## src/verilog/icache_macros.svh

```systemverilog
`ifndef ICACHE_MACROS_SVH
`define ICACHE_MACROS_SVH

// address and word
`define IC_ADDR_W       32
`define IC_DATA_W       32

// geometry, 2 ways x 16 sets x 16 bytes
`define IC_WAYS         2
`define IC_SETS         16
`define IC_BLOCK_WORDS  4
`define IC_OFF_BITS     4   // byte offset in block
`define IC_IDX_BITS     4   // log2 of sets
`define IC_TAG_BITS     24  // addr - idx - off
`define IC_BLOCK_W      128 // block_words * data_w

`define IC_LFSR_W       20  // replacement prng

`endif

```

## src/verilog/icache_pkg.sv

```systemverilog
`default_nettype none

`include "icache_macros.svh"

package icache_pkg;

  // controller states
  typedef enum logic [1:0] {ARMED, FLUSH, FILL, RECOVER} ic_state_e;
  // fill request towards burst unit
  typedef enum logic {CMD_NOP, CMD_READ_WAY} ic_cmd_e;
  // bus side states
  typedef enum logic [1:0] {IDLE, WAIT4BIU, BURST} burst_state_e;

  typedef logic [`IC_ADDR_W-1:0]   addr_t;
  typedef logic [`IC_DATA_W-1:0]   word_t;
  typedef logic [`IC_TAG_BITS-1:0] tag_t;
  typedef logic [`IC_IDX_BITS-1:0] idx_t;
  typedef logic [`IC_BLOCK_W-1:0]  block_t;
  typedef logic [`IC_WAYS-1:0]     way_mask_t; // one-hot

endpackage

`default_nettype wire

```

## src/verilog/icache_ram.sv

```systemverilog
`timescale 1ns/100ps
`default_nettype none

// single port, registered read
module icache_ram #(
  parameter int ABITS = 4,
  parameter int DBITS = 32
) (
  input  wire              clk_i,
  input  wire  [ABITS-1:0] addr_i,
  input  wire              we_i,
  input  wire  [DBITS-1:0] din_i,
  output logic [DBITS-1:0] dout_o
);

  logic [DBITS-1:0] mem [2**ABITS];

  // read returns old contents on a write cycle
  always_ff @(posedge clk_i) begin
    if (we_i) begin
      mem[addr_i] <= din_i;
    end
    dout_o <= mem[addr_i];
  end

endmodule

`default_nettype wire

```

## src/verilog/icache_tag_array.sv

```systemverilog
`timescale 1ns/100ps
`default_nettype none

`include "icache_macros.svh"

module icache_tag_array
  import icache_pkg::*;
(
  input  wire            clk_i,
  input  wire            rst_ni,
  input  wire            flush_clr_i,  // drop all lines
  input  wire idx_t      tag_idx_i,
  input  wire way_mask_t tag_we_i,
  input  wire tag_t      wr_tag_i,
  input  wire tag_t      cmp_tag_i,    // tag of pending request
  output way_mask_t      way_hit_o,
  output logic           cache_hit_o
);

  tag_t                              rd_tag [`IC_WAYS];
  logic [`IC_WAYS-1:0][`IC_SETS-1:0] valid_q;
  idx_t                              idx_q;  // index of the read in flight

  // follows the ram read by one cycle
  always_ff @(posedge clk_i) begin
    idx_q <= tag_idx_i;
  end

  // valid bits in flops so a flush is a single cycle
  always_ff @(posedge clk_i or negedge rst_ni) begin
    if (!rst_ni) begin
      valid_q <= '0;
    end else if (flush_clr_i) begin
      valid_q <= '0;
    end else begin
      for (int w = 0; w < `IC_WAYS; w++) begin
        if (tag_we_i[w]) valid_q[w][tag_idx_i] <= 1'b1;  // line filled
      end
    end
  end

  for (genvar w = 0; w < `IC_WAYS; w++) begin : g_way
    icache_ram #(
      .ABITS(`IC_IDX_BITS),
      .DBITS(`IC_TAG_BITS)
    ) u_tag_ram (
      .clk_i (clk_i),
      .addr_i(tag_idx_i),
      .we_i  (tag_we_i[w]),
      .din_i (wr_tag_i),
      .dout_o(rd_tag[w])
    );

    assign way_hit_o[w] = valid_q[w][idx_q] & (rd_tag[w] == cmp_tag_i);
  end

  assign cache_hit_o = |way_hit_o;

endmodule

`default_nettype wire

```

## config.mk

```make
export PLATFORM = sky130hd
export DESIGN_NAME = icache_tag_array
export DESIGN_NICKNAME = d
export VERILOG_FILES = /design/src/verilog/icache_pkg.sv /design/src/verilog/icache_ram.sv /design/src/verilog/icache_tag_array.sv
export VERILOG_INCLUDE_DIRS = /design/src /design/src/verilog
export SDC_FILE = /design/constraint.sdc
export NUM_CORES = 1
export LEC_CHECK = 0
export BUFFER_PORTS_ARGS = -buffer_cell sky130_fd_sc_hd__buf_4
export CAP_MARGIN = 20
export CORE_MARGIN = 4
export CORE_UTILIZATION = 50
export DETAILED_ROUTE_END_ITERATION = 16
export HOLD_SLACK_MARGIN = 0.15
export PLACE_DENSITY = 0.72
export SYNTH_ARGS = -nofsm -noshare
export SYNTH_HDL_FRONTEND = slang
export SYNTH_HIERARCHICAL = 1
export SYNTH_SLANG_ARGS = --single-unit
```

## constraint.sdc

```tcl
create_clock -name clk_i -period 1.9 [get_ports clk_i]
set_clock_uncertainty 0.2 [all_clocks]
set_input_delay 0.19 -clock clk_i [delete_from_list [all_inputs] [get_ports clk_i]]
set_output_delay 0.19 -clock clk_i [all_outputs]
set_load 0.02 [all_outputs]
```

==> impl_metrics.py <==
metrics = {
    "status": {
        "status": "finished, violations left",
        "violations": "negative setup slack",
    },
    "synth": {
        "yosys.cell_count.top_type": "edfxtp_1",
        "yosysSeqAreaShare_pct": 77.8,
        "avgSynthCellArea_sq_um": 21.6,
        "syn_area_sq_um": 32000,
        "synthCells": 1478,
        "synth_top_cells_by_count": "edfxtp_1, mux4_2, a22oi_1, nor2_1, dfxtp_1",
        "synth-seq-cells": 852,
        "syn-num-nets": 1535,
        "yosysUniqueCellTypes": 31,
        "synth_top_area_cell": "edfxtp_1",
        "synth.top_cell.area_share_pct": 72.1,
        "yosys_warnings": 6,
        "ys.flop_type": "edfxtp_1",
        "synth_edf_count": 768,
        "synthArstFlopShare_pct": 3.76,
        "synth.area.top_cells": "edfxtp_1, mux4_2, dfxtp_1",
    },
    "clock_network": {
        "numCtsBuffers": 83,
        "htreeDepth": 3,
        "cts_setup_buffers": 0,
        "clock-sinks": 852,
        "clk_pin_slew_ns": 0.06,
        "clk_latency_ns": 0.63,
        "cts_tree": "yes",
        "clk_path_buf_depth": 3,
        "cts-root-buf": "clkbuf_16",
    },
    "place": {
        "place_area_sq_um": 35400,
        "post-dp-hpwl_um": 44400,
        "place_inst": 2479,
        "port_buffers": 59,
        "gp_congestion": 0.856,
    },
    "global_routing": {
        "antenna_found_initial": 5,
        "grt_overflow": 0,
        "grt_pass1_vias": 16741,
        "grt_pass1_wl_um": 112000,
        "grt_max_degree": 35,
        "grt_usage_pct": 22.8,
    },
    "critical_path": {
        "r2r_cells": 3,
        "r2r-end": "g_way[0].u_tag_ram/dout_o[9]",
        "critPathCaptureType": "primary output",
        "crit_chain": "xnor2_2 -> nand4_1 -> nor4_4 -> nand3_2 -> o22ai_2 -> buf_6",
        "crit_family": "simple AND/OR/NAND/NOR gates",
        "critical_path_depth": 6,
        "cp_max_fo": 2,
        "worstSetupPathType": "register to primary output",
        "critPathBufInv": 1,
        "cp.required_ns": 1.51,
        "rrSetupSlack_ns": 0.21,
        "start_kind": "register",
        "slowest_delay_ns": 0.50,
        "crit_path_top_delay_cell": "nor4_4",
        "reg2reg_from": "g_way[0].u_tag_ram/mem[15][9]",
        "arrival_ns": 2.58,
    },
    "power": {
        "pwr-share-comb_pct": 6.3,
        "p_sw_uw": 8400,
        "power_frac_clock_pct": 40.6,
        "ir_worst_vdd_mv": 0.568,
        "p_leak_uw": 0.0128,
        "swShare_pct": 21.1,
        "p_seq_share_pct": 53.1,
        "finalPower_uw": 39800,
        "power.internal_uw": 31400,
        "p_per_area_nw_per_um2": 1030,
    },
    "die": {
        "dieArea_sq_um": 68100,
        "rows": 92,
        "start_util_pct": 50.6,
        "coreArea_sq_um": 63200,
        "fp.dieW_um": 261,
        "die_h_um": 261,
        "pin_count": 60,
    },
    "hold_path": {
        "whs_endpoint": "g_way[0].u_tag_ram/dout_o[2]",
        "hold_path.class": "input pin to register",
        "min_delay_path_depth": 4,
        "hold_start": "tag_idx_i[0]",
    },
    "sta": {
        "hold_slack_ns": 0.160,
        "slew_headroom_pct": 61.1,
        "tightest_slew_ns": 0.578,
        "timing.fmax_ghz": 0.337,
        "drv_slew": 0,
        "finalWorstSetupSlack_ns": -1.07,
        "hold_viol_final": 0,
        "setup_viol": 3,
        "post-route-min-period_ns": 2.97,
        "rsz0062_at_grt": "true",
        "finalCritPeriodShare_pct": 156,
    },
    "drt": {
        "ant_nets": 0,
        "wl_um": 76100,
        "drtIter0Drc": 1963,
        "post_drt_wl_per_cell_um": 28.5,
        "vias_per_cell": 6.10,
        "dr.pass1.iters": 7,
        "drc_errors": 0,
        "num_vias": 16306,
    },
    "job": {
        "maxCapViolations": 0,
    },
    "layout": {
        "nNetsFinal": 1815,
        "n_fill_cell": 4201,
        "drive_above_1_share_pct": 33.6,
        "fin_area_sq_um": 38700,
        "instances_no_fill": 2675,
        "area_growth_pct": 20.9,
    },
}
==> tightest hold or removal path, delay by kind of cell <==
| family | cells | cell delay [ns] |
|---|---|---|
| buf+inv | 1 | 0.21 |
| compound gates | 1 | 0.08 |
| simple gates | 1 | 0.06 |
| mux | 1 | 0.40 |
==> cells by family after synthesis <==
group	Yosys count	synth area share, %
AND/OR/NAND/NOR	172	2.46
flip-flops	852	77.8
XOR/XNOR	48	1.31
buffers and inverters	73	1.35
AO/OA/AOI/OAI	133	2.91
multiplexers	200	14.1
==> power by group through the flow <==
stage	registers, uW	clock network, uW	logic, uW
3_5_place_dp	21500	0	2340
6_report	21100	16200	2510
3_3_place_gp	21500	0	2300
5_1_grt	21100	17200	2660
4_1_cts	21100	16400	2480
2_1_floorplan	21400	0	1260
==> per-stage QoR <==
step / utilization (%) / setup WS [ns] / setup TNS (ns)
final: 61.2 / -1.07 / -2.87
after global routing: 61.2 / -1.13 / -3.07
after CTS: 61.1 / -0.948 / -3.92
after detailed placement: 56.0 / -0.488 / -65.38
after global placement: 56.0 / -0.466 / -51.02
after floorplan: - / -0.0300 / -1.44
==> sequential cells by signal (all words and copies together) (netlist names) <==
name,count
g_way.u_tag_ram/mem,768
idx_q,4
g_way.u_tag_ram/dout_o,48
valid_q,32
==> worst max path at each step <==
stage / startpoint / endpoint / slack [ns]
3_3_place_gp: cmp_tag_i[18] / cache_hit_o / -0.47
2_1_floorplan: tag_idx_i[2] / g_way[0].u_tag_ram/mem[0][0] / -0.03
5_1_grt: g_way[0].u_tag_ram/dout_o[0] / cache_hit_o / -1.13
6_report: g_way[0].u_tag_ram/dout_o[0] / cache_hit_o / -1.07
4_1_cts: g_way[0].u_tag_ram/dout_o[22] / cache_hit_o / -0.95
3_5_place_dp: cmp_tag_i[18] / cache_hit_o / -0.49
==> timing repair <==
| action | 4_1_cts | 5_1_grt |
|---|---|---|
| pin swaps | 13 | 8 |
| resized for setup | 26 | 13 |
| setup endpoints to repair | 3 | 57 |
| hold endpoints to repair | 875 | 6 |
| hold buffers | 39 | 3 |
==> layout by cell type (no fill, tap or decap), types with 3 or more instances in the layout <==
cell           count
clkinv_2           8
clkbuf_1          24
nand2_1           48
inv_6              3
dfxtp_2            6
buf_4            164
nor2b_2            4
nand4_1            8
a22oi_1           96
xnor2_4            3
and2_1             9
clkinv_1          14
a21oi_1           24
edfxtp_1         768
a31oi_1            8
bufinv_16          5
nor3_4             8
clkbuf_16         85
xnor2_1           22
xor2_1            16
dfxtp_1           44
a22o_1             4
dfrtp_1           32
diode_2            3
mux4_1             3
nor2_4            24
nor2_2             5
clkbuf_8          11
nor2b_1            6
nor4_1             4
nor2_1            36
dlygate4sd3_1     38
xnor2_2            7
nand3b_1           4
mux4_2           197
buf_12            60
==> layer usage <==
| layer | global-route usage [%] | routed length [um] | up-vias |
|---|---|---|---|
| li1 | - | - | 6718 |
| met1 | 31.8 | 29600 | 8569 |
| met2 | 35.5 | 36700 | 881 |
| met3 | 5.39 | 7390 | 132 |
| met4 | 8.01 | 2250 | 6 |
| met5 | 3.28 | 179 | - |
==> area by class of cell <==
cell class	instances	area (sq um)	area share [%]
clock inverters	33	314	0.812
repair buffers	268	2880	7.44
well taps	846	1060	2.74
flip-flops and latches	852	24900	64.4
multi-input cells	553	7130	18.4
diodes	3	7.51	0.0194
clock buffers	120	2370	6.12
Note: power is estimated with default switching activity, not from simulation.
