--- config.mk ---
export PLATFORM = sky130hd
export DESIGN_NAME = icache_ctrl
export DESIGN_NICKNAME = d
export VERILOG_FILES = /design/src/verilog/icache_pkg.sv /design/src/verilog/icache_ctrl.sv
export VERILOG_INCLUDE_DIRS = /design/src /design/src/verilog
export SDC_FILE = /design/constraint.sdc
export NUM_CORES = 1
export LEC_CHECK = 0
export BUFFER_PORTS_ARGS = -buffer_cell sky130_fd_sc_hd__buf_2
export CAP_MARGIN = 20
export CORE_MARGIN = 2
export CORE_UTILIZATION = 48
export DETAILED_ROUTE_END_ITERATION = 8
export HOLD_SLACK_MARGIN = 0.12
export PLACE_DENSITY = 0.86
export SYNTH_ARGS = -nofsm -noshare
export SYNTH_HDL_FRONTEND = slang
export SYNTH_SLANG_ARGS = --single-unit
export TNS_END_PERCENT = 50
--- constraint.sdc ---
create_clock -name clk_i -period 2.45 [get_ports clk_i]
set_input_delay 0.3675 -clock clk_i [delete_from_list [all_inputs] [get_ports clk_i]]
set_output_delay 0.3675 -clock clk_i [all_outputs]
set_load 0.005 [all_outputs]
--- src/verilog/icache_macros.svh ---
`ifndef ICACHE_MACROS_SVH
`define ICACHE_MACROS_SVH

// address and word
`define IC_ADDR_W       32
`define IC_DATA_W       32

// geometry, 2 ways x 16 sets x 16 bytes
`define IC_WAYS         2
`define IC_SETS         16
`define IC_BLOCK_WORDS  4
`define IC_OFF_BITS     4   // byte offset in block
`define IC_IDX_BITS     4   // log2 of sets
`define IC_TAG_BITS     24  // addr - idx - off
`define IC_BLOCK_W      128 // block_words * data_w

`define IC_LFSR_W       20  // replacement prng

`endif

--- src/verilog/icache_pkg.sv ---
`default_nettype none

`include "icache_macros.svh"

package icache_pkg;

  // controller states
  typedef enum logic [1:0] {ARMED, FLUSH, FILL, RECOVER} ic_state_e;
  // fill request towards burst unit
  typedef enum logic {CMD_NOP, CMD_READ_WAY} ic_cmd_e;
  // bus side states
  typedef enum logic [1:0] {IDLE, WAIT4BIU, BURST} burst_state_e;

  typedef logic [`IC_ADDR_W-1:0]   addr_t;
  typedef logic [`IC_DATA_W-1:0]   word_t;
  typedef logic [`IC_TAG_BITS-1:0] tag_t;
  typedef logic [`IC_IDX_BITS-1:0] idx_t;
  typedef logic [`IC_BLOCK_W-1:0]  block_t;
  typedef logic [`IC_WAYS-1:0]     way_mask_t; // one-hot

endpackage

`default_nettype wire

--- src/verilog/icache_ctrl.sv ---
`timescale 1ns/100ps
`default_nettype none

`include "icache_macros.svh"

module icache_ctrl
  import icache_pkg::*;
(
  input  wire                                clk_i,
  input  wire                                rst_ni,
  input  wire                                req_i,
  input  wire                                clr_i,      // drop pending request
  input  wire                                flush_i,
  input  wire addr_t                         adr_i,
  input  wire                                cache_hit_i,
  input  wire                                fill_done_i,
  input  wire                                fill_err_i,
  output logic                               ack_o,
  output logic                               err_o,
  output idx_t                               tag_idx_o,
  output idx_t                               dat_idx_o,
  output way_mask_t                          tag_we_o,
  output way_mask_t                          dat_we_o,
  output tag_t                               cmp_tag_o,
  output tag_t                               wr_tag_o,
  output logic [$clog2(`IC_BLOCK_WORDS)-1:0] word_sel_o,
  output logic                               flush_clr_o,
  output ic_cmd_e                            fill_cmd_o,
  output addr_t                              fill_adr_o
);

  ic_state_e             state_q;
  ic_cmd_e               fill_cmd_q;
  logic                  req_pend_q;
  logic                  hold_flush_q;  // flush seen outside ARMED
  addr_t                 req_adr_q;
  addr_t                 fill_adr_q;    // stays put while a new req may arrive
  way_mask_t             fill_way_q;
  logic [`IC_LFSR_W-1:0] lfsr_q;
  idx_t                  cur_idx;
  logic                  flush_go;
  logic                  miss;

  //////////////////////////////
  // request capture
  //////////////////////////////
  always_ff @(posedge clk_i or negedge rst_ni) begin
    if (!rst_ni) begin
      req_pend_q   <= 1'b0;
      hold_flush_q <= 1'b0;
    end else begin
      req_pend_q   <= ~clr_i & (req_i | (req_pend_q & ~ack_o & ~err_o));
      hold_flush_q <= (flush_i | hold_flush_q) & (state_q != FLUSH);
    end
  end

  always_ff @(posedge clk_i) begin
    if (req_i) req_adr_q <= adr_i;
  end

  assign flush_go = flush_i | hold_flush_q;
  assign miss     = (state_q == ARMED) & req_pend_q & ~cache_hit_i & ~clr_i & ~flush_go;

  //////////////////////////////
  // lookup / fill / flush fsm
  //////////////////////////////
  always_ff @(posedge clk_i or negedge rst_ni) begin
    if (!rst_ni) begin
      state_q    <= ARMED;
      fill_cmd_q <= CMD_NOP;
    end else begin
      case (state_q)
        ARMED: begin
          if (flush_go) begin
            state_q <= FLUSH;
          end else if (miss) begin
            state_q    <= FILL;
            fill_cmd_q <= CMD_READ_WAY;  // burst unit picks this up
          end
        end
        FLUSH:   state_q <= RECOVER;  // valids clear this cycle
        FILL: begin
          if (fill_done_i || fill_err_i) begin
            state_q    <= RECOVER;
            fill_cmd_q <= CMD_NOP;
          end
        end
        default: state_q <= ARMED;    // RECOVER, re-read after write
      endcase
    end
  end

  // xnor lfsr, taps 20 and 17, frozen while filling
  always_ff @(posedge clk_i or negedge rst_ni) begin
    if (!rst_ni) begin
      lfsr_q <= '0;
    end else if (state_q != FILL) begin
      lfsr_q <= {lfsr_q[`IC_LFSR_W-2:0], lfsr_q[19] ~^ lfsr_q[16]};
    end
  end

  // latch victim and address on miss
  always_ff @(posedge clk_i) begin
    if (miss) begin
      fill_adr_q <= req_adr_q;
      fill_way_q <= way_mask_t'(1) << lfsr_q[0];
    end
  end

  // new request wins over the pending one
  assign cur_idx   = req_i ? adr_i[`IC_OFF_BITS +: `IC_IDX_BITS]
                           : req_adr_q[`IC_OFF_BITS +: `IC_IDX_BITS];
  assign tag_idx_o = (state_q == FILL) ? fill_adr_q[`IC_OFF_BITS +: `IC_IDX_BITS] : cur_idx;
  assign dat_idx_o = tag_idx_o;  // tags and data share the index

  assign tag_we_o    = (state_q == FILL && fill_done_i) ? fill_way_q : '0;  // not on error
  assign dat_we_o    = tag_we_o;
  assign wr_tag_o    = fill_adr_q[`IC_ADDR_W-1 -: `IC_TAG_BITS];
  assign cmp_tag_o   = req_adr_q[`IC_ADDR_W-1 -: `IC_TAG_BITS];
  assign word_sel_o  = req_adr_q[`IC_OFF_BITS-1:$clog2(`IC_DATA_W/8)];
  assign flush_clr_o = (state_q == FLUSH);
  assign fill_cmd_o  = fill_cmd_q;
  assign fill_adr_o  = fill_adr_q;

  assign ack_o = (state_q == ARMED) & req_pend_q & cache_hit_i;
  assign err_o = (state_q == FILL) & req_pend_q & fill_err_i;  // dropped reqs stay silent

endmodule

`default_nettype wire

==> reports/results.env <==
STATUS='finished clean'
LIBRARY_CELLS_USED_BY_SYNTHESIS=26
INITIALDRTVIOLATIONCOUNT=69
PORT-BUFFER-COUNT=137
GR-TOTAL-OVERFLOW=0
ROUTE.DETAILED.VIAS_PER_INST=4.68
CRIT_CHAIN='inv_1, ha_1, o21ai_0, buf_2'
PART_OF_THE_POWER_IN_THE_CLOCK_NETWORK_PCT=24.9
SW_FRAC_OF_TOTAL_PCT=25.6
COMBPWRFRAC_PCT=20.7
NETLIST_AREA_MM2=0.00358
FINALHOLDWORSTSLACK_PS=194
PLACE.GP.CONGESTION=0.751
POSTLAYOUTSETUPSLACKWORST_PS=409
SYNTHESIS.YOSYS.WARNINGS=0
STARTING_DENSITY_OF_THE_CORE_PCT=49.4
TIMING.CRITICAL_PATH.BUF_INV=2
CLOCK_SINK_COUNT=91
DP.FINAL_HPWL_UM=4720
FILLERINSTANCES=567
FINAL-SEQ-AREA_MM2=0.00261
MULTIINPUTGATEAREA_UM2=507
CTS-HOLD-FIX-BUFFERS=1
WORST-SLEW-PIN-TRANSITION_PS=550
MIN_PERIOD_PS=2040
POST_SYNTH_INST_COUNT=220
DIE_WIDTH_UM=90.4
NETLIST.AREA_LEADER.SHARE_PCT=55.3
GRTUSAGETOTAL_PCT=15.7
CRIT_PATH_TOP_DELAY_CELL='sky130_fd_sc_hd__dfrtp_1'
CTS.HTREE.LEVELS=3
AREA_DELTA_SYNTH_FINAL_PCT=16.3
DESIGN.DIE.AREA_MM2=0.00818
ENDPOINT_KIND='primary output'
CLK_LAT_WORST_SKEW_PS=340
FIN_UTIL_PCT=57.5
WORST-ENDPOINT-ARRIVAL_PS=1670
WORSTREGTOREGCELLS=3
POST_CTS_RESIZE_COUNT=0
NUMCTSBUFFERS=9
FINCLKSKEW_PS=7.90
ANTENNA_FOUND_INITIAL=1
CRIT_FANOUT=14
SYN_AVG_CELL_AREA_UM2=16.3
DIE_HEIGHT_UM=90.4
CLKSLEWWORSTSETUPHOLDPATHS_PS=90
RSZ_0062_RAISED_AFTER_GLOBAL_ROUTING='no'
RELSLEWSLACK_PCT=63.3
NUM-NETS-FINAL=355
DETAIL-ROUTE-ANTENNA-NETS=0
FIRST_GLOBAL_VIAS=1897
CELLPOWERDENSITY_mW_PER_MM2=912
CTS_POST_SETUP_BUFFERS_INSERTED=0
MIN_PATH_TYPE='in2reg'
CORE_OUTLINE_AREA_MM2=0.00725
SYNTH.YOSYS.SEQ_AREA_SHARE_PCT=72.7
DRIVE_ABOVE_1_SHARE_PCT=55.4
DP_SLACK_PS=523
GRT_PASS1_WL_UM=9630
CTSROOTBUFFERMASTER='sky130_fd_sc_hd__clkbuf_8'
TIMING.HOLD.WORST_PATH_DEPTH=1
GRT_MAX_DEGREE=35
ROUTED_WIRE_LENGTH_UM=6290
LAYOUT_WORST_PATH_CYCLE_SHARE_PCT=83.3
DRC_VIOLATIONS_LEFT=0
SETUP_VIOL_COUNT_FINAL=0
TIMING.CRITICAL_PATH.SLOWEST_CELL_DELAY_PS=400
CPLARGESTDELAYFAMILY='flip-flops'
CTS_TREE='built'
ACHIEVABLE-FREQUENCY_MHz=490
ROW_COUNT=31
DR.PASS1.ITERS=4
NETLIST.TOP_CELL.BY_AREA='sky130_fd_sc_hd__edfxtp_1'
ROUTED_WIRE_LENGTH_PER_INSTANCE_UM=15.1
STATIC-LEAKAGE-POWER_nW=1.83
FINAL-MAX-SLEW-VIOLATION-COUNT=0
DETAILROUTE.VIA_COUNT=1945
SYN_NETS=264
FIN_TNS_SETUP_PS=0
MAXCAPVIOLCOUNT=0
IR_WORST_VDD_V=0.000383
REQUIRED_PS=2080
WORSTSETUPPATHDEPTH=4
CP-START-KIND='flip-flop'
SYNTH.TOP_CELLS.BY_AREA='sky130_fd_sc_hd__edfxtp_1, sky130_fd_sc_hd__dfrtp_1, sky130_fd_sc_hd__buf_4'
FINAL-HOLD-VIOLATION-COUNT=0
SEQPWRFRAC_PCT=54.4
IOPINCOUNT=138
POWER.NET_SWITCHING_mW=0.974
SYNTH_SEQ_CELLS=91
INTERNAL_POWER_mW=2.83
CRITICAL_PATH_CLASS='reg2out'
CLOCKBUFFERDEPTH=2
-- area by class of cell --
class                   instances  area share (%)
diodes                          1          0.0600
clock buffers                  11            3.15
clock inverters                 5            1.32
inverters                       6           0.540
multi-input cells              62            12.2
flip-flops and latches         91            62.6
well taps                      99            2.97
repair buffers                141            17.2
-- flip-flops by register name, indices dropped and copies added (netlist names) --
name          cells
req_pend_q        1
fill_adr_o       32
lfsr_q           20
fill_way_q        2
req_adr_q        32
state_q           2
fill_cmd_o        1
hold_flush_q      1
-- layer usage --
layer	routed length, um	vias up	track usage (%)
li1	-	907	-
met1	2410	947	17.1
met2	3240	83	26.6
met3	532	8	6.34
met4	101	0	7.69
met5	0	-	0
-- cell usage in the layout, fill, tap and decap left out, types with 3 or more instances in the layout --
cell type,netlist,layout
sky130_fd_sc_hd__dfrtp_1,25,25
sky130_fd_sc_hd__nor2_1,4,4
sky130_fd_sc_hd__nand2_1,7,7
sky130_fd_sc_hd__mux2i_1,4,4
sky130_fd_sc_hd__buf_2,1,137
sky130_fd_sc_hd__edfxtp_1,66,66
sky130_fd_sc_hd__clkbuf_8,0,9
sky130_fd_sc_hd__o21ai_0,7,7
sky130_fd_sc_hd__and3_1,3,3
sky130_fd_sc_hd__buf_4,56,3
sky130_fd_sc_hd__mux2_2,20,20
sky130_fd_sc_hd__inv_1,6,6
sky130_fd_sc_hd__ha_1,4,4
-- Yosys cell counts --
cell,number
sky130_fd_sc_hd__nor2_1,4
sky130_fd_sc_hd__a41o_2,1
sky130_fd_sc_hd__clkbuf_1,3
sky130_fd_sc_hd__nor3b_1,1
sky130_fd_sc_hd__buf_4,56
sky130_fd_sc_hd__a31oi_1,1
sky130_fd_sc_hd__and3_1,3
sky130_fd_sc_hd__and3_2,1
sky130_fd_sc_hd__or3b_1,1
sky130_fd_sc_hd__xor2_1,1
sky130_fd_sc_hd__dfrtp_1,25
sky130_fd_sc_hd__a21boi_0,1
sky130_fd_sc_hd__ha_1,4
sky130_fd_sc_hd__nor4_1,1
sky130_fd_sc_hd__mux2i_1,4
sky130_fd_sc_hd__o21ai_0,7
sky130_fd_sc_hd__buf_2,1
sky130_fd_sc_hd__a2bb2oi_1,1
sky130_fd_sc_hd__o31a_1,1
sky130_fd_sc_hd__nand2_1,7
sky130_fd_sc_hd__buf_6,1
sky130_fd_sc_hd__nand3_1,1
sky130_fd_sc_hd__inv_1,6
sky130_fd_sc_hd__edfxtp_1,66
sky130_fd_sc_hd__mux2_2,20
sky130_fd_sc_hd__a21oi_1,2
-- power by group through the flow --
stage / logic [mW] / clock network (mW) / registers (mW)
3_3_place_gp: 0.751 / 0 / 2.08
3_5_place_dp: 0.794 / 0 / 2.10
6_report: 0.787 / 0.947 / 2.07
4_1_cts: 0.799 / 0.972 / 2.07
5_1_grt: 0.880 / 1.04 / 2.11
2_1_floorplan: 0.645 / 0 / 2.06
-- path summary, 6_finish.rpt --
| check | from | to | slack [ps] |
|---|---|---|---|
| hold reg to reg | req_adr_q[1] | fill_adr_o[1] | 430 |
| min in group asynchronous | rst_ni | lfsr_q[14] | 540 |
| hold / removal | adr_i[19] | req_adr_q[19] | 190 |
| max in group asynchronous | rst_ni | lfsr_q[0] | 1540 |
| setup / recovery | state_q[0] | dat_idx_o[2] | 410 |
| setup reg to reg | hold_flush_q | fill_adr_o[2] | 590 |
-- stage by stage --
stage / cells / power (mW) / cell area, um2
3_5_place_dp: 398 / 2.90 / 3970
6_report: 416 / 3.80 / 4170
4_1_cts: 415 / 3.84 / 4170
5_1_grt: 415 / 4.02 / 4170
3_3_place_gp: 398 / 2.83 / 3970
2_1_floorplan: 220 / 2.70 / 3580
-- cells by family after synthesis --
logic type	synth area share, %
AO/OA/AOI/OAI	2.44
flip-flops	72.7
adder cells (fa/ha/maj)	1.40
AND/OR/NAND/NOR	2.65
multiplexers	7.40
buffers and inverters	13.1
XOR/XNOR	0.244
Note: power is estimated with default switching activity, not from simulation.
