## src/verilog/icache_macros.svh

```systemverilog
`ifndef ICACHE_MACROS_SVH
`define ICACHE_MACROS_SVH

// address and word
`define IC_ADDR_W       32
`define IC_DATA_W       32

// geometry, 2 ways x 16 sets x 16 bytes
`define IC_WAYS         2
`define IC_SETS         16
`define IC_BLOCK_WORDS  4
`define IC_OFF_BITS     4   // byte offset in block
`define IC_IDX_BITS     4   // log2 of sets
`define IC_TAG_BITS     24  // addr - idx - off
`define IC_BLOCK_W      128 // block_words * data_w

`define IC_LFSR_W       20  // replacement prng

`endif

```

## src/verilog/icache_pkg.sv

```systemverilog
`default_nettype none

`include "icache_macros.svh"

package icache_pkg;

  // controller states
  typedef enum logic [1:0] {ARMED, FLUSH, FILL, RECOVER} ic_state_e;
  // fill request towards burst unit
  typedef enum logic {CMD_NOP, CMD_READ_WAY} ic_cmd_e;
  // bus side states
  typedef enum logic [1:0] {IDLE, WAIT4BIU, BURST} burst_state_e;

  typedef logic [`IC_ADDR_W-1:0]   addr_t;
  typedef logic [`IC_DATA_W-1:0]   word_t;
  typedef logic [`IC_TAG_BITS-1:0] tag_t;
  typedef logic [`IC_IDX_BITS-1:0] idx_t;
  typedef logic [`IC_BLOCK_W-1:0]  block_t;
  typedef logic [`IC_WAYS-1:0]     way_mask_t; // one-hot

endpackage

`default_nettype wire

```

## src/verilog/icache_burst_fill.sv

```systemverilog
`timescale 1ns/100ps
`default_nettype none

`include "icache_macros.svh"

module icache_burst_fill
  import icache_pkg::*;
(
  input  wire          clk_i,
  input  wire          rst_ni,
  input  wire ic_cmd_e fill_cmd_i,
  input  wire addr_t   fill_adr_i,     // held by ctrl for the whole fill
  input  wire          biu_stb_ack_i,
  input  wire          biu_ack_i,      // one per beat
  input  wire          biu_err_i,
  input  wire word_t   biu_q_i,
  output logic         biu_stb_o,
  output addr_t        biu_adr_o,
  output logic         fill_done_o,
  output logic         fill_err_o,
  output block_t       fill_block_o
);

  burst_state_e                        state_q;
  logic [$clog2(`IC_BLOCK_WORDS)-1:0] cnt_q;   // beats left minus one
  logic [$clog2(`IC_BLOCK_WORDS)-1:0] beat;
  block_t                             buf_q;
  logic                               beat_ok;

  //////////////////////////////
  // bus fsm
  //////////////////////////////
  always_ff @(posedge clk_i or negedge rst_ni) begin
    if (!rst_ni) begin
      state_q <= IDLE;
      cnt_q   <= '0;
    end else begin
      case (state_q)
        IDLE: begin
          if (fill_cmd_i == CMD_READ_WAY) begin
            state_q <= biu_stb_ack_i ? BURST : WAIT4BIU;
            cnt_q   <= '1;
          end
        end
        WAIT4BIU: if (biu_stb_ack_i) state_q <= BURST;  // stb accepted
        BURST: begin
          if (biu_err_i || (cnt_q == '0 && biu_ack_i)) state_q <= IDLE;
          if (biu_ack_i) cnt_q <= cnt_q - 1'b1;
        end
        default: state_q <= IDLE;
      endcase
    end
  end

  assign biu_stb_o = (state_q == WAIT4BIU) || (state_q == IDLE && fill_cmd_i == CMD_READ_WAY);
  assign biu_adr_o = {fill_adr_i[`IC_ADDR_W-1:`IC_OFF_BITS], {`IC_OFF_BITS{1'b0}}};

  // beats come in ascending order, counter goes down
  assign beat    = ~cnt_q;
  assign beat_ok = (state_q == BURST) & biu_ack_i;

  // merge current beat so the last word is there with fill_done
  always_comb begin
    fill_block_o = buf_q;
    if (beat_ok) fill_block_o[beat*`IC_DATA_W +: `IC_DATA_W] = biu_q_i;
  end

  always_ff @(posedge clk_i) begin
    if (beat_ok) buf_q <= fill_block_o;
  end

  assign fill_done_o = beat_ok & (cnt_q == '0) & ~biu_err_i;
  assign fill_err_o  = (state_q == BURST) & biu_err_i;

endmodule

`default_nettype wire

```

## config.mk

```make
export PLATFORM = sky130hd
export DESIGN_NAME = icache_burst_fill
export DESIGN_NICKNAME = d
export VERILOG_FILES = /design/src/verilog/icache_pkg.sv /design/src/verilog/icache_burst_fill.sv
export VERILOG_INCLUDE_DIRS = /design/src /design/src/verilog
export SDC_FILE = /design/constraint.sdc
export NUM_CORES = 1
export LEC_CHECK = 0
export ABC_AREA = 1
export BUFFER_PORTS_ARGS = -buffer_cell sky130_fd_sc_hd__buf_2
export CORE_MARGIN = 4
export CORE_UTILIZATION = 40
export DETAILED_ROUTE_END_ITERATION = 8
export GPL_ROUTABILITY_DRIVEN = 0
export PLACE_DENSITY = 0.72
export SLEW_MARGIN = 20
export SYNTH_ARGS = -nofsm -noshare
export SYNTH_HDL_FRONTEND = slang
export SYNTH_SLANG_ARGS = --single-unit
```

## constraint.sdc

```tcl
create_clock -name clk_i -period 8.5 [get_ports clk_i]
set_input_delay 1.7 -clock clk_i [delete_from_list [all_inputs] [get_ports clk_i]]
set_output_delay 1.7 -clock clk_i [all_outputs]
set_load 0.005 [all_outputs]
```

==> results.txt, run 1 <==
----------------------------------------------------
[Pwr]
  Share of total power in the clock network ... 33.3%
  Leakage Power ... 4.02 nW
  Comb pwr share ... 30.0%
  Internal power component ... 1.42 mW
  Power density over the cells ... 263 nW/um^2
  Power Total ... 2.22 mW
  Peak VDD IR ... 0.202 mV
  Switching power share of the total ... 35.9%
  Sequential Power Share ... 36.7%
  Reported net switching power ... 0.797 mW

[Placed design]
  Port Buf Inserts ... 168
  Instance area at placement ... 7840 um^2
  Dpl hpwl ... 13400 um

[Floorplan]
  Area of the core ... 17300 um^2
  Initial Util ... 40.7%
  Site Rows ... 48
  Die boundary width ... 141 um
  Ports placed on the boundary ... 233
  Die area ... 19800 um^2
  Die span in y ... 141 um

[Worst setup path]
  Critical path's most frequent cell ... sky130_fd_sc_hd__buf_4
  Endpoint of the worst register-to-register path ... buf_q[105]$_DFFE_PN_
  Endpoint of the worst setup timing path ... fill_block_o[105]
  Type of the setup path with the least slack ... flip-flop to primary output
  Cell family with the largest share of critical-path delay ... buffers and inverters
  Startpoint of the worst setup timing path ... cnt_q[0]$_DFFE_PN0P_
  Launch point of the worst reg-to-reg path ... cnt_q[0]$_DFFE_PN0P_
  Worst reg-to-reg path cell count ... 8
  Ordered cell list for the critical path ... buf_4, inv_1, buf_4, ha_1, nor2_2, buf_4, nand3_1, nand2_1, buf_2
  Critical path's largest stage delay ... 0.77 ns
  Kind of end point of the critical path ... primary output
  CP Data Required Time ... 6.80 ns
  Total number of cells along the worst setup path ... 9
  Highest fanout seen on the critical path ... 34
  Slowest stage cell, crit path ... sky130_fd_sc_hd__dfrtp_1
  Setup slack, reg-to-reg ... 5.35 ns
  Sum of buffers and inverters on the critical path ... 5
  CP Data Arrival Time ... 3.54 ns
  Critical Path Source Type ... flip-flop

[Flow run]
  Max-cap violations ... 0

[Detailed routing]
  Via count ... 6141
  Wire length reported by the detailed router ... 20300 um
  Detailed router's first-iteration violation count ... 502
  Routed wire per std cell ... 16.4 um
  Routed Antenna Nets ... 0
  Drc violations ... 0
  TritonRoute pass-1 iters ... 5
  Per-cell via count in the routed design ... 4.97

[STA]
  Final sum of negative setup slack ... 0 ns
  Time the final worst path needs with I/O delays and setup ... 5.24 ns
  Hold slack ... 0.532 ns
  Highest clock rate ... 0.191 GHz
  Relative max-transition margin ... 43.0%
  Slew of the pin with the lowest slew margin ... 0.855 ns
  Max Transition Viols Final ... 0
  Clock skew after layout ... 0.00885 ns
  Setup repair after global routing missed its margin ... no
  Setup violators final ... 0
  Final Hold Violating Endpoints ... 0
  Portion of the clock cycle consumed by the worst path in the final layout ... 61.6%

[Layout]
  Diode count ... 0
  Total number of nets in the final design ... 1073
  Share of the core filled with cells in the final layout ... 48.8%
  Share of cells above drive strength 1 ... 22.0%
  Filler cells ... 1670
  Post-route cell area ... 8440 um^2
  Area growth from synthesis to final layout ... 19.8%

[CTS]
  Number of hold buffers added after cts ... 0
  Longest Clk Path Bufs ... 2
  Clock slew seen by the registers of the worst setup and hold paths ... 0.06 ns
  # clock sinks ... 132
  Number of buffers inserted by post-CTS setup repair ... 0
  Number of levels in the clock H-tree ... 4
  Total CTS buffers ... 17
  Clock Tree Root ... sky130_fd_sc_hd__clkbuf_16
  Insertion delay of the later-clocked pin in the worst-skew pair ... 0.42 ns
  Post-cts repair resize count ... 0
  CTS tree ... done

[GRT]
  Initial antenna violation count ... 0
  Maximum number of pins on one net before global-route repair ... 86
  GRT Util Overall ... 20.6%
  First-pass GRT wire length ... 32100 um
  Number of global-route vias before repair ... 5927
  Leftover overflow at the end of global routing ... 0

[Logic synthesis]
  Number of synthesis warnings ... 0
  Post-synth cell types ... 18
  Fraction of the yosys area taken by sequential cells ... 56.0%
  Cell area after synthesis ... 7040 um^2
  Synthesized netlist cell count ... 873
  Synthesized area per cell ... 8.07 um^2
  Synthesized flop and latch total ... 132

[Hold path]
  Class of the tightest hold or removal check ... flip-flop to flip-flop

[Status]
  Run status ... complete, no violations

----------------------------------------------------
flip-flops by register name, indices dropped and copies added (netlist names):
register and count:
buf_q 128, cnt_q 2, state_q 2
placed cells by master (no fill, tap or decap), types with 5 or more instances in the layout:
cell type and n:
sky130_fd_sc_hd__buf_2 168, sky130_fd_sc_hd__buf_4 15, sky130_fd_sc_hd__clkbuf_16 17, sky130_fd_sc_hd__edfxtp_1 128, sky130_fd_sc_hd__ha_1 5, sky130_fd_sc_hd__inv_1 42
sky130_fd_sc_hd__nand2_1 396, sky130_fd_sc_hd__nand3_1 72, sky130_fd_sc_hd__nor2_1 130, sky130_fd_sc_hd__nor2_2 6
kinds of logic after synthesis:
group                    count (synthesis)  synth area share, %
other                                    1               0.0532
AO/OA/AOI/OAI                            4                0.355
adder cells (fa/ha/maj)                  5                0.888
buffers and inverters                  126                 8.92
AND/OR/NAND/NOR                        605                 33.8
flip-flops                             132                 56.0
how the worst min path moves through the flow:
stage | from | to | slack (ns) | cells past startpoint
finish | state_q[1]$_DFFE_PN0P_ | state_q[0]$_DFFE_PN0P_ | 0.53 | 1
global placement | state_q[1]$_DFFE_PN0P_ | state_q[0]$_DFFE_PN0P_ | 0.51 | 1
floorplan | state_q[1]$_DFFE_PN0P_ | state_q[0]$_DFFE_PN0P_ | 0.49 | 1
global route | state_q[1]$_DFFE_PN0P_ | state_q[0]$_DFFE_PN0P_ | 0.55 | 1
CTS | state_q[1]$_DFFE_PN0P_ | state_q[0]$_DFFE_PN0P_ | 0.53 | 1
detailed placement | state_q[1]$_DFFE_PN0P_ | state_q[0]$_DFFE_PN0P_ | 0.52 | 1
layout make-up:
cell class                      count  area (um^2)  area share, %
Tap cell                          225          282           3.34
Sequential cell                   132         3940           46.7
Clock inverter                     14          161           1.91
Inverter                           45          171           2.03
Multi-Input combinational cell    618         2480           29.5
Timing Repair Buffer              184          965           11.4
Clock buffer                       18          429           5.09
layer usage:
metal | up-vias | share of wire (%) | global-route usage [%]
met5 | - | 0 | 0
met4 | 0 | 2.0 | 6.63
met3 | 34 | 8.9 | 5.16
met2 | 290 | 47 | 33.9
met1 | 2825 | 42 | 26.9
li1 | 2992 | - | -
Yosys cell counts (all sizes together):
library cell	count	share of area [%]
a21oi	2	0.14
conb	1	0.053
nand2	396	21
buf	65	5.7
dfrtp	4	1.4
nor2	136	7.4
clkbuf	16	0.85
inv	45	2.4
nand3	73	5.3
a211oi	1	0.11
ha	5	0.89
o211ai	1	0.11
edfxtp	128	55
power groups by stage:
stage,logic [mW],clock network (mW),registers (mW)
detailed placement,0.665,0,0.829
finish,0.666,0.741,0.815
floorplan,0.445,0,0.820
CTS,0.670,0.758,0.816
global placement,0.657,0,0.827
global route,0.744,0.792,0.820
per-stage QoR:
stage,setup slack (ns),cells
after detailed placement,3.61,1204
after global routing,2.98,1236
final,3.26,1236
after global placement,3.63,1204
after CTS,3.24,1236
after floorplan,3.67,876
(Power assumes the default switching activity.)
==> run 2, diff against run 1 <==
--- a/config.mk
+++ b/config.mk
@@ -12,7 +12,7 @@
 export CORE_UTILIZATION = 40
 export DETAILED_ROUTE_END_ITERATION = 8
 export GPL_ROUTABILITY_DRIVEN = 0
-export PLACE_DENSITY = 0.72
+export PLACE_DENSITY = 0.74
 export SLEW_MARGIN = 20
 export SYNTH_ARGS = -nofsm -noshare
 export SYNTH_HDL_FRONTEND = slang
==> constraint.sdc (replaced) <==
create_clock -name clk_i -period 4.3 [get_ports clk_i]
set_input_delay 0.86 -clock clk_i [delete_from_list [all_inputs] [get_ports clk_i]]
set_output_delay 0.86 -clock clk_i [all_outputs]
set_load 0.005 [all_outputs]
==> results.txt, run 2 (synthesized netlist as in run 1, its figures left out) <==
----------------------------------------------------
[Status]
  Run status ... complete, no violations

[STA]
  Hold slack ... 0.237 ns
  Slew of the pin with the lowest slew margin ... 0.691 ns
  Highest clock rate ... 0.272 GHz
  Portion of the clock cycle consumed by the worst path in the final layout ... 85.3%
  Setup violators final ... 0
  Relative max-transition margin ... 53.9%
  Clock skew after layout ... 0.00548 ns
  Max Transition Viols Final ... 0
  Time the final worst path needs with I/O delays and setup ... 3.67 ns
  Final sum of negative setup slack ... 0 ns
  Final Hold Violating Endpoints ... 0
  Setup repair after global routing missed its margin ... no

[Detailed routing]
  TritonRoute pass-1 iters ... 5
  Via count ... 6122
  Detailed router's first-iteration violation count ... 401
  Per-cell via count in the routed design ... 4.95
  Wire length reported by the detailed router ... 20400 um
  Drc violations ... 0
  Routed Antenna Nets ... 0
  Routed wire per std cell ... 16.5 um

[CTS]
  # clock sinks ... 132
  Post-cts repair resize count ... 0
  Number of buffers inserted by post-CTS setup repair ... 0
  Clock Tree Root ... sky130_fd_sc_hd__clkbuf_16
  Longest Clk Path Bufs ... 2
  CTS tree ... done
  Number of levels in the clock H-tree ... 4
  Clock slew seen by the registers of the worst setup and hold paths ... 0.06 ns
  Total CTS buffers ... 17
  Number of hold buffers added after cts ... 0
  Insertion delay of the later-clocked pin in the worst-skew pair ... 0.41 ns

[Worst setup path]
  Sum of buffers and inverters on the critical path ... 4
  Kind of end point of the critical path ... primary output
  Critical path's most frequent cell ... sky130_fd_sc_hd__buf_4
  Type of the setup path with the least slack ... flip-flop to primary output
  Critical Path Source Type ... flip-flop
  Critical path's largest stage delay ... 0.45 ns
  Slowest stage cell, crit path ... sky130_fd_sc_hd__dfrtp_1
  Highest fanout seen on the critical path ... 34
  Cell family with the largest share of critical-path delay ... buffers and inverters
  Ordered cell list for the critical path ... inv_1, buf_4, ha_1, nor2_2, buf_4, nand3_1, nand2_1, buf_2
  CP Data Arrival Time ... 2.81 ns
  CP Data Required Time ... 3.44 ns

[Floorplan]
  Area of the core ... 17300 um^2
  Site Rows ... 48
  Die boundary width ... 141 um
  Die area ... 19800 um^2
  Initial Util ... 40.7%
  Ports placed on the boundary ... 233
  Die span in y ... 141 um

[Pwr]
  Peak VDD IR ... 0.346 mV
  Leakage Power ... 4.01 nW
  Power Total ... 4.34 mW
  Power density over the cells ... 514 nW/um^2

[Hold path]
  Class of the tightest hold or removal check ... input port to async pin

[Layout]
  Flip-flop count of the largest register after layout ... 128
  Regs by FF count ... buf_q x128, cnt_q x2, state_q x2
  Total number of nets in the final design ... 1074
  Area growth from synthesis to final layout ... 19.9%
  Filler cells ... 1699
  Leading cell types in the layout, fill and taps excluded ... sky130_fd_sc_hd__nand2_1, sky130_fd_sc_hd__buf_2, sky130_fd_sc_hd__nor2_1, sky130_fd_sc_hd__edfxtp_1, sky130_fd_sc_hd__nand3_1
  Biggest register ... buf_q
  Diode count ... 0
  Most common cell after layout, fill and taps aside ... sky130_fd_sc_hd__nand2_1
  Share of cells above drive strength 1 ... 22.5%

[GRT]
  First-pass GRT wire length ... 31900 um
  Leftover overflow at the end of global routing ... 0
  Number of global-route vias before repair ... 5866
  Maximum number of pins on one net before global-route repair ... 54
  GRT Util Overall ... 20.5%
  Initial antenna violation count ... 0

[Placed design]
  Dpl hpwl ... 13800 um
  Port Buf Inserts ... 168

[Flow run]
  Max-cap violations ... 0

----------------------------------------------------
[run 2: cell types whose count changed in the layout (fill, tap and decap cells not counted), sizes merged]
cell / change
clkinvlp: +2
buf: +1
bufinv: -2
clkinv: -5
clkbuf: -1
inv: +6
[run 2: cell type report]
class	count	area (um^2)	area share, %
Sequential cell	132	3940	46.7
Multi-Input combinational cell	618	2480	29.4
Timing Repair Buffer	185	993	11.8
Clock buffer	17	425	5.04
Tap cell	225	282	3.33
Inverter	45	171	2.03
Clock inverter	15	144	1.70
[run 2: final timing paths]
path,start,end,slack [ns],cells after the start
setup / recovery,cnt_q[0]$_DFFE_PN0P_,fill_block_o[107],0.63,8
hold / removal,rst_ni,state_q[0]$_DFFE_PN0P_,0.24,1
setup reg to reg,cnt_q[0]$_DFFE_PN0P_,buf_q[72]$_DFFE_PN_,1.87,8
hold reg to reg,state_q[1]$_DFFE_PN0P_,state_q[0]$_DFFE_PN0P_,0.54,1
max in group asynchronous,rst_ni,cnt_q[1]$_DFFE_PN0P_,3.95,1
min in group clk_i,state_q[1]$_DFFE_PN0P_,state_q[0]$_DFFE_PN0P_,0.54,1
[run 2: worst reg2reg max path, stage by stage (launching register included)]
cell	delay, ns
sky130_fd_sc_hd__dfrtp_1	0.45
sky130_fd_sc_hd__inv_1	0.08
sky130_fd_sc_hd__buf_4	0.37
sky130_fd_sc_hd__ha_1	0.36
sky130_fd_sc_hd__nand3_1	0.30
sky130_fd_sc_hd__buf_4	0.37
sky130_fd_sc_hd__nor2_1	0.11
sky130_fd_sc_hd__nand2_1	0.08
sky130_fd_sc_hd__nand2_1	0.06
[run 2: through the flow]
| stage | cells | util (%) | worst slack, ns | cell area, um^2 |
|---|---|---|---|---|
| global placement | 1205 | 45.5 | 1.00 | 7880 |
| finish | 1237 | 48.8 | 0.630 | 8440 |
| detailed placement | 1205 | 45.5 | 1.08 | 7880 |
| CTS | 1237 | 48.8 | 0.612 | 8440 |
| global route | 1237 | 48.8 | 0.447 | 8440 |
| floorplan | 876 | - | 0.311 | 7050 |
[run 2: layer usage]
metal  GRT usage [%]  vias to the layer above  share of wire [%]
li1                -                     2984                  -
met1            26.3                     2859                 43
met2            34.8                      254                 48
met3            5.12                       25                7.9
met4            5.35                        0                1.4
met5               0                        -                  0
[run 2: where the power goes]
group          internal (mW)  total, mW  switching (mW)  leakage (nW)
combinational          0.361       1.34           0.982          2.52
clock                  0.808       1.41           0.598         0.268
sequential              1.56       1.59          0.0382          1.22
